`config.mk`:
```
export PLATFORM = sky130hd
export DESIGN_NAME = jsonUartTop
export DESIGN_NICKNAME = d
export VERILOG_FILES = /design/src/common/motorCmdPkg.sv /design/src/uartTx/baudTimer.sv /design/src/uartTx/uartTransmitter.sv /design/src/verilog/commandRom.sv /design/src/verilog/messageSequencer.sv /design/src/verilog/jsonUartTop.sv
export VERILOG_INCLUDE_DIRS = /design/src /design/src/common
export SDC_FILE = /design/constraint.sdc
export NUM_CORES = 1
export LEC_CHECK = 0
export BUFFER_PORTS_ARGS = -buffer_cell sky130_fd_sc_hd__buf_4
export CAP_MARGIN = 20
export CORE_MARGIN = 2
export CORE_UTILIZATION = 64
export CTS_CLUSTER_SIZE = 30
export DETAILED_ROUTE_END_ITERATION = 10
export PLACE_DENSITY = 0.86
export SLEW_MARGIN = 5
export SYNTH_ARGS = -nofsm -noshare
export SYNTH_HDL_FRONTEND = slang
export SYNTH_SLANG_ARGS = --single-unit
```
`constraint.sdc`:
```
create_clock -name clk -period 4.52 [get_ports clk]
set_clock_uncertainty 0.1 [all_clocks]
set_input_delay 0.226 -clock clk [delete_from_list [all_inputs] [get_ports clk]]
set_output_delay 0.226 -clock clk [all_outputs]
set_load 0.01 [all_outputs]
```
`src/common/uart_settings.svh`:
```
`ifndef UART_SETTINGS_SVH
`define UART_SETTINGS_SVH

// Serial link timing

// Clock cycles per serial bit
// 8 for simulation, 434 for 50 MHz at 115200 baud
`define UART_CLKS_PER_BIT 8

// Start bit, 8 data bits and stop bit
`define UART_FRAME_BITS 10

// Message table limits

// Longest JSON line in bytes including the newline
`define MSG_MAX_LEN 27

`endif

```
`src/common/motorCmdPkg.sv`:
```
package motorCmdPkg;

    // Motor drive command codes
    typedef enum logic [2:0] {
        cmdStop      = 3'd0,
        cmdLeft      = 3'd1,
        cmdRight     = 3'd2,
        cmdFwdSlow   = 3'd3,
        cmdFwdMedium = 3'd4,
        cmdFwdFast   = 3'd5
    } cmdCode_t;                                 // Codes 6 and 7 fall back to stop

    typedef logic [7:0] byteData_t;              // One ASCII character
    typedef logic [4:0] msgIndex_t;              // Byte position, up to 31

    // Message sequencer FSM
    typedef enum logic [1:0] {
        seqIdle,                                 // Waiting for start
        seqLoad,                                 // Hand byte to transmitter
        seqWait,                                 // Frame in flight
        seqFinish                                // Done pulse
    } seqState_t;

    // One table entry
    typedef struct packed {
        byteData_t dataByte;                     // Character to send
        logic      last;                         // Set on the closing newline
    } romWord_t;

endpackage

```
`src/uartTx/baudTimer.sv`:
```
`timescale 1ns/1ps
`include "uart_settings.svh"

module baudTimer (
    input  logic clk,
    input  logic rst,
    input  logic frameActive,
    output logic bitTick,
    output logic frameEnd
);

    localparam int clkCountWidth = $clog2(`UART_CLKS_PER_BIT);
    localparam int bitCountWidth = $clog2(`UART_FRAME_BITS);

    logic [clkCountWidth-1:0] clkCount;                  // Cycles within a bit
    logic [bitCountWidth-1:0] bitCount;                  // Bits within a frame

    assign bitTick  = frameActive && (clkCount == clkCountWidth'(`UART_CLKS_PER_BIT - 1));
    assign frameEnd = bitTick && (bitCount == bitCountWidth'(`UART_FRAME_BITS - 1));

    always_ff @(posedge clk or posedge rst) begin
        if (rst) begin
            clkCount <= '0;
            bitCount <= '0;
        end else if (!frameActive) begin
            clkCount <= '0;                              // Hold cleared between frames
            bitCount <= '0;
        end else if (bitTick) begin
            clkCount <= '0;
            bitCount <= frameEnd ? '0 : bitCount + 1'b1; // Wrap after stop bit
        end else begin
            clkCount <= clkCount + 1'b1;
        end
    end

endmodule

```
`src/uartTx/uartTransmitter.sv`:
```
`timescale 1ns/1ps
`include "uart_settings.svh"

module uartTransmitter import motorCmdPkg::*; (
    input  logic      clk,
    input  logic      rst,
    input  logic      byteStrobe,
    input  byteData_t txByte,
    output logic      txd,
    output logic      txIdle
);

    logic                        frameActive;            // Frame on the line
    logic                        bitTick;                // End of a bit period
    logic                        frameEnd;               // End of the stop bit
    logic [`UART_FRAME_BITS-1:0] shiftReg;               // Stop, data, start from MSB down

    baudTimer i_baudTimer (
        .clk        (clk),
        .rst        (rst),
        .frameActive(frameActive),
        .bitTick    (bitTick),
        .frameEnd   (frameEnd)
    );

    assign txd    = shiftReg[0];                         // Line follows the low bit
    assign txIdle = !frameActive;

    always_ff @(posedge clk or posedge rst) begin
        if (rst) begin
            shiftReg    <= '1;                           // Line idles high
            frameActive <= 1'b0;
        end else if (byteStrobe && !frameActive) begin
            shiftReg    <= {1'b1, txByte, 1'b0};         // Start bit goes out first
            frameActive <= 1'b1;
        end else if (frameEnd) begin
            shiftReg    <= '1;                           // Back to mark level
            frameActive <= 1'b0;
        end else if (bitTick) begin
            shiftReg    <= {1'b1, shiftReg[`UART_FRAME_BITS-1:1]}; // LSB first
        end
    end

endmodule

```
`src/verilog/commandRom.sv`:
```
`timescale 1ns/1ps
`include "uart_settings.svh"

module commandRom import motorCmdPkg::*; (
    input  cmdCode_t  command,
    input  msgIndex_t index,
    output romWord_t  romWord
);

    localparam int textBits = 8 * `MSG_MAX_LEN;       // Widest message
    localparam byteData_t newLine = 8'h0A;

    typedef logic [textBits-1:0] msgText_t;

    // Texts are right aligned so the newline sits in the low byte
    localparam msgText_t textStop      = "{\"T\":1,\"L\":0,\"R\":0}\n";
    localparam msgText_t textLeft      = "{\"T\":1,\"L\":-0.00,\"R\":0.12}\n";
    localparam msgText_t textRight     = "{\"T\":1,\"L\":0.12,\"R\":-0.12}\n";
    localparam msgText_t textFwdSlow   = "{\"T\":1,\"L\":0.05,\"R\":0.05}\n";
    localparam msgText_t textFwdMedium = "{\"T\":1,\"L\":0.25,\"R\":0.25}\n";
    localparam msgText_t textFwdFast   = "{\"T\":1,\"L\":0.5,\"R\":0.5}\n";

    // Byte counts including the newline
    localparam msgIndex_t lenStop      = 5'd20;
    localparam msgIndex_t lenLeft      = 5'd27;
    localparam msgIndex_t lenRight     = 5'd27;
    localparam msgIndex_t lenFwdSlow   = 5'd26;
    localparam msgIndex_t lenFwdMedium = 5'd26;
    localparam msgIndex_t lenFwdFast   = 5'd24;

    msgText_t  selText;                                  // Text of current command
    msgIndex_t selLen;                                   // Its length

    // Pick one character, first character at index 0
    function automatic romWord_t pickChar(
        input msgText_t  text,
        input msgIndex_t len,
        input msgIndex_t idx
    );
        romWord_t  word;
        msgIndex_t pos;
        pos = len - idx - 5'd1;                          // Byte slot from the low end
        if (idx < len) begin
            word.dataByte = text[int'(pos) * 8 +: 8];
        end else begin
            word.dataByte = newLine;                     // Past the end stays on newline
        end
        word.last = (word.dataByte == newLine);          // Only newline ends a message
        return word;
    endfunction

    // Text select by command
    always_comb begin
        case (command)
            cmdLeft: begin
                selText = textLeft;
                selLen  = lenLeft;
            end
            cmdRight: begin
                selText = textRight;
                selLen  = lenRight;
            end
            cmdFwdSlow: begin
                selText = textFwdSlow;
                selLen  = lenFwdSlow;
            end
            cmdFwdMedium: begin
                selText = textFwdMedium;
                selLen  = lenFwdMedium;
            end
            cmdFwdFast: begin
                selText = textFwdFast;
                selLen  = lenFwdFast;
            end
            default: begin                               // Stop, also codes 6 and 7
                selText = textStop;
                selLen  = lenStop;
            end
        endcase
    end

    assign romWord = pickChar(selText, selLen, index);   // Same cycle answer

endmodule

```
`src/verilog/messageSequencer.sv`:
```
`timescale 1ns/1ps

module messageSequencer import motorCmdPkg::*; (
    input  logic      clk,
    input  logic      rst,
    input  logic      start,
    input  cmdCode_t  command,
    input  romWord_t  romWord,
    input  logic      txIdle,
    output cmdCode_t  romCommand,
    output msgIndex_t romIndex,
    output logic      byteStrobe,
    output byteData_t txByte,
    output logic      busy,
    output logic      done
);

    seqState_t state;
    logic      lastSent;                                 // Byte in flight closes the message
    logic      accept;                                   // Start taken this cycle
    logic      frameDone;                                // Transmitter back to idle

    assign accept = start && ((state == seqIdle) || (state == seqFinish));

    // Strobe still high means txIdle has not dropped yet
    assign frameDone = txIdle && !byteStrobe;

    assign busy = (state == seqLoad) || (state == seqWait);
    assign done = (state == seqFinish);                  // One cycle only

    // Control path
    always_ff @(posedge clk or posedge rst) begin
        if (rst) begin
            state      <= seqIdle;
            romIndex   <= '0;
            byteStrobe <= 1'b0;
            lastSent   <= 1'b0;
        end else begin
            byteStrobe <= 1'b0;                          // Pulse by default
            case (state)
                seqIdle, seqFinish: begin
                    if (accept) begin
                        romIndex <= '0;                  // First character
                        state    <= seqLoad;
                    end else begin
                        state    <= seqIdle;
                    end
                end
                seqLoad: begin
                    byteStrobe <= 1'b1;                  // Transmitter is idle here
                    lastSent   <= romWord.last;
                    state      <= seqWait;
                end
                seqWait: begin
                    if (frameDone) begin
                        if (lastSent) begin
                            state <= seqFinish;
                        end else begin
                            romIndex <= romIndex + 5'd1; // Next character
                            state    <= seqLoad;
                        end
                    end
                end
                default: state <= seqIdle;
            endcase
        end
    end

    // Payload capture
    always_ff @(posedge clk) begin
        if (accept) begin
            romCommand <= command;                       // Held for the whole message
        end
        if (state == seqLoad) begin
            txByte <= romWord.dataByte;                  // Travels with byteStrobe
        end
    end

endmodule

```
`src/verilog/jsonUartTop.sv`:
```
`timescale 1ns/1ps

module jsonUartTop import motorCmdPkg::*; (
    input  logic     clk,
    input  logic     rst,
    input  logic     start,
    input  cmdCode_t command,
    output logic     txd,
    output logic     busy,
    output logic     done
);

    cmdCode_t  romCommand;                               // Latched code to the table
    msgIndex_t romIndex;                                 // Current byte position
    romWord_t  romWord;                                  // Character and last flag
    logic      byteStrobe;                               // Byte handoff pulse
    byteData_t txByte;
    logic      txIdle;

    messageSequencer i_messageSequencer (
        .clk       (clk),
        .rst       (rst),
        .start     (start),
        .command   (command),
        .romWord   (romWord),
        .txIdle    (txIdle),
        .romCommand(romCommand),
        .romIndex  (romIndex),
        .byteStrobe(byteStrobe),
        .txByte    (txByte),
        .busy      (busy),
        .done      (done)
    );

    commandRom i_commandRom (
        .command(romCommand),
        .index  (romIndex),
        .romWord(romWord)
    );

    uartTransmitter i_uartTransmitter (
        .clk       (clk),
        .rst       (rst),
        .byteStrobe(byteStrobe),
        .txByte    (txByte),
        .txd       (txd),
        .txIdle    (txIdle)
    );

endmodule

```
==> flow_summary_export.csv <==
group,metric,value,unit
status,status,"finished clean",
global_routing,grt_pass1_vias,3506,
detailed_routing,final_antenna_net_count,0,
synth,synth_edf_count,10,
synth,yosys.area_share.xor_xnor,4.255,%
job,maxCapViolations,0,
finish,stdcell_area,0.003769,mm2
synth,synth_sequential_area_ratio,26.39,%
global_routing,grt_first_pass_wirelength,17030,um
detailed_routing,drtPass1Iterations,7,
sta,hold_viol,0,
sta,finalMaxSlewViolations,0,
floorplan,rows,27,
global_routing,grt_overflow,0,
detailed_routing,wl,10180,um
floorplan,io_pins,9,
detailed_routing,post_drt_wl_per_cell,19.17,um
finish,diodes,0,
floorplan,core,0.005507,mm2
setup_path,worstPathRequired,4.57,ns
synth,synth_cell_types,73,
clock_tree,clk_latency,0.28,ns
synth,synth_area_leaders,"dfrtp_1 12%, edfxtp_1 8.2%, dfstp_2 6.5%",
detailed_routing,viasPerCell,7.186,
floorplan,dieArea,0.006316,mm2
floorplan,start_util,66.21,%
placed_design,dp.final_hpwl,7180,um
synth,synth_compound_area_share,32.53,%
synth,synth_top_area_share,11.67,%
setup_path,cp-start-kind,"flip-flop",
detailed_routing,dr.first_iter.drc_count,672,
sta,setup_viol_count_final,0,
power_and_ir_drop,p_leak,0.001413,uW
synth,synthSimpleGateAreaFrac,21.31,%
setup_path,worstPathMaxFanout,25,
synth,syn_area,0.003646,mm2
synth,syn_inst,473,
placed_design,place.port_buffers,8,
synth,synth-async-reset-ratio,72.22,%
clock_tree,cts.clk_slew.worst_paths,0.07,ns
clock_tree,clockBufferDepth,2,
detailed_routing,drc,0,
clock_tree,clkSinkCount,36,
sta,max_freq,252.7,MHz
clock_tree,cts_tree,"done",
finish,drive_gt1_share,10.24,%
sta,grt_setup_unrepaired,"false",
placed_design,gp_congestion,1.059,
power_and_ir_drop,ir_drop,0.0001598,V
floorplan,die_h,79.48,um
placed_design,postPlaceCellArea,0.003647,mm2
sta,min_period,3.958,ns
synth,yosysTopAreaCell,"dfrtp_1",
sta,setup_tns,0,ns
global_routing,grt_max_degree,61,
global_routing,grtUsageTotal,33.63,%
sta,relSlewSlack,42.28,%
setup_path,crit_arrival,4.00,ns
synth,synth_fa_ha_area_share,5.697,%
setup_path,end_kind,"flip-flop",
detailed_routing,num_vias,3816,
setup_path,crit_type,"reg -> reg",
synth,synth_top_family_by_area,"compound AO/OA/AOI/OAI gates",
clock_tree,clockRootBuffer,"clkbuf_8",
synth,synth_fp_nets,495,
power_and_ir_drop,power_density,151.3,mW/mm2
finish,area_growth,3.363,%
sta,finalCritPeriodShare,87.57,%
synth,synthFlopType,"dfrtp_1",
synth,synth.area.mux_share,1.407,%
sta,tightest_slew,0.8640,ns
synth,synth.avg_cell_area,7.708,um2
finish,nNetsFinal,480,
hold_path,hold_path.class,"in -> reg",
clock_tree,h-tree-depth,2,
floorplan,fp.dieW,79.48,um
global_routing,antenna_found_initial,0,
synth,ys_seq_elements,36,
clock_tree,cts_inserted_buffers,5,
synth,synth_warnings,0,
==> state kept, by name, indices dropped and copies added, names as in the netlist <==
| name | count |
|---|---|
| i_messageSequencer.byteStrobe | 1 |
| i_messageSequencer.lastSent | 1 |
| i_messageSequencer.romCommand | 3 |
| i_messageSequencer.romIndex | 5 |
| i_messageSequencer.state | 2 |
| i_messageSequencer.txByte | 7 |
| i_uartTransmitter.frameActive | 1 |
| i_uartTransmitter.i_baudTimer.bitCount | 4 |
| i_uartTransmitter.i_baudTimer.clkCount | 3 |
| i_uartTransmitter.shiftReg | 9 |
==> worst max-delay path: stages, from the launching register on <==
cell and delay [ns]:
edfxtp_1 0.45, xnor2_1 0.23, nor2_1 0.15, ha_1 0.21, inv_1 0.06, fa_1 0.48, xnor2_2 0.35, buf_4 0.36
xnor2_1 0.20, o32a_1 0.33, o211ai_1 0.16, o21ai_1 0.11, a2111oi_0 0.44, a31o_1 0.18
==> report_power, final <==
group          total, uW  internal, uW  leakage [uW]  switching, uW
combinational       11.4          5.71       0.00100           5.73
clock                225           108     0.0000455            117
sequential           334           334      0.000366              0
==> layout make-up <==
class	count	area, um2
multi-input cells	376	2385
fillers	456	1738
flip-flops and latches	36	962.2
repair buffers	21	180.2
well taps	72	90.09
clock buffers	6	72.57
inverters	18	67.56
clock inverters	2	11.26
==> per-layer routing <==
metal / share of wire (%) / vias to the layer above / GRT usage [%]
li1: - / 1722 / -
met1: 41 / 1735 / 47.11
met2: 43 / 289 / 49.24
met3: 11 / 70 / 9.502
met4: 5.1 / 0 / 12.24
met5: 0 / - / 0
==> synthesized netlist by cell type, types with 6 or more instances <==
cell type  instances
xor2_1             6
xnor2_1            8
nand2b_1           9
buf_2             17
a22oi_1           12
nor3_1            13
nand2_1           35
inv_1             17
nand3_1           14
buf_1              6
nor2b_1           13
ha_1              15
nor2_1            54
dfstp_2            9
a21oi_1           34
o21ai_1            8
o211ai_1           8
dfrtp_1           17
edfxtp_1          10
a31oi_1            9
o21ai_0           40
clkbuf_1          12
==> path summary, 6_finish.rpt <==
kind | startpoint | to | slack, ns | cells after the start
worst max-delay path | i_messageSequencer.romCommand[1] | i_messageSequencer.txByte[4] | 0.56 | 13
worst min-delay path | command[1] | i_messageSequencer.romCommand[1] | 0.02 | 1
worst max register to register | i_messageSequencer.romCommand[1] | i_messageSequencer.txByte[4] | 0.56 | 13
worst min register to register | i_uartTransmitter.i_baudTimer.clkCount[0] | i_uartTransmitter.i_baudTimer.clkCount[0] | 0.38 | 1
max in group asynchronous | rst | i_uartTransmitter.shiftReg[1] | 3.52 | 4
min in group asynchronous | rst | i_messageSequencer.romIndex[3] | 0.33 | 3
==> logic make-up after synthesis <==
| logic type | Yosys count |
|---|---|
| AO/OA/AOI/OAI | 176 |
| XOR/XNOR | 16 |
| adder cells (fa/ha/maj) | 16 |
| buffers and inverters | 61 |
| flip-flops | 36 |
| multiplexers | 5 |
| AND/OR/NAND/NOR | 163 |
==> cell usage in the layout, fill, tap and decap left out, drive strengths merged, types with 5 or more instances in the layout <==
cell type / Yosys / final
a211oi: 6 / 6
a21oi: 34 / 34
a22oi: 12 / 12
a311oi: 5 / 5
a31oi: 9 / 9
buf: 31 / 20
clkbuf: 12 / 6
dfrtp: 17 / 17
dfstp: 9 / 9
edfxtp: 10 / 10
ha: 15 / 15
inv: 17 / 18
nand2: 35 / 35
nand2b: 9 / 9
nand3: 14 / 14
nor2: 55 / 55
nor2b: 13 / 13
nor3: 13 / 13
o211ai: 8 / 8
o21ai: 48 / 48
o31ai: 5 / 5
xnor2: 9 / 9
xor2: 7 / 7
==> what timing repair did <==
item,CTS,global route
resized for setup,0,0
hold endpoints to repair,0,2
hold buffers,0,1
setup buffers,0,0
endpoints found under the setup margin,0,0
==> stage by stage <==
| step | utilization, % | total power (uW) | setup WS [ns] | hold WS, ns | cells |
|---|---|---|---|---|---|
| after floorplan | - | 343.4 | 0.9625 | 0.1593 | 473 |
| after global placement | 66.23 | 347.5 | 0.7576 | 0.3053 | 521 |
| after detailed placement | 66.23 | 347.7 | 0.6986 | 0.3052 | 521 |
| after CTS | 67.76 | 570.0 | 0.6531 | 0.01275 | 529 |
| after global routing | 68.44 | 586.7 | 0.3267 | 0.01101 | 531 |
| final | 68.44 | 570.0 | 0.5620 | 0.01871 | 531 |
Power figures use the tool's default switching activity.
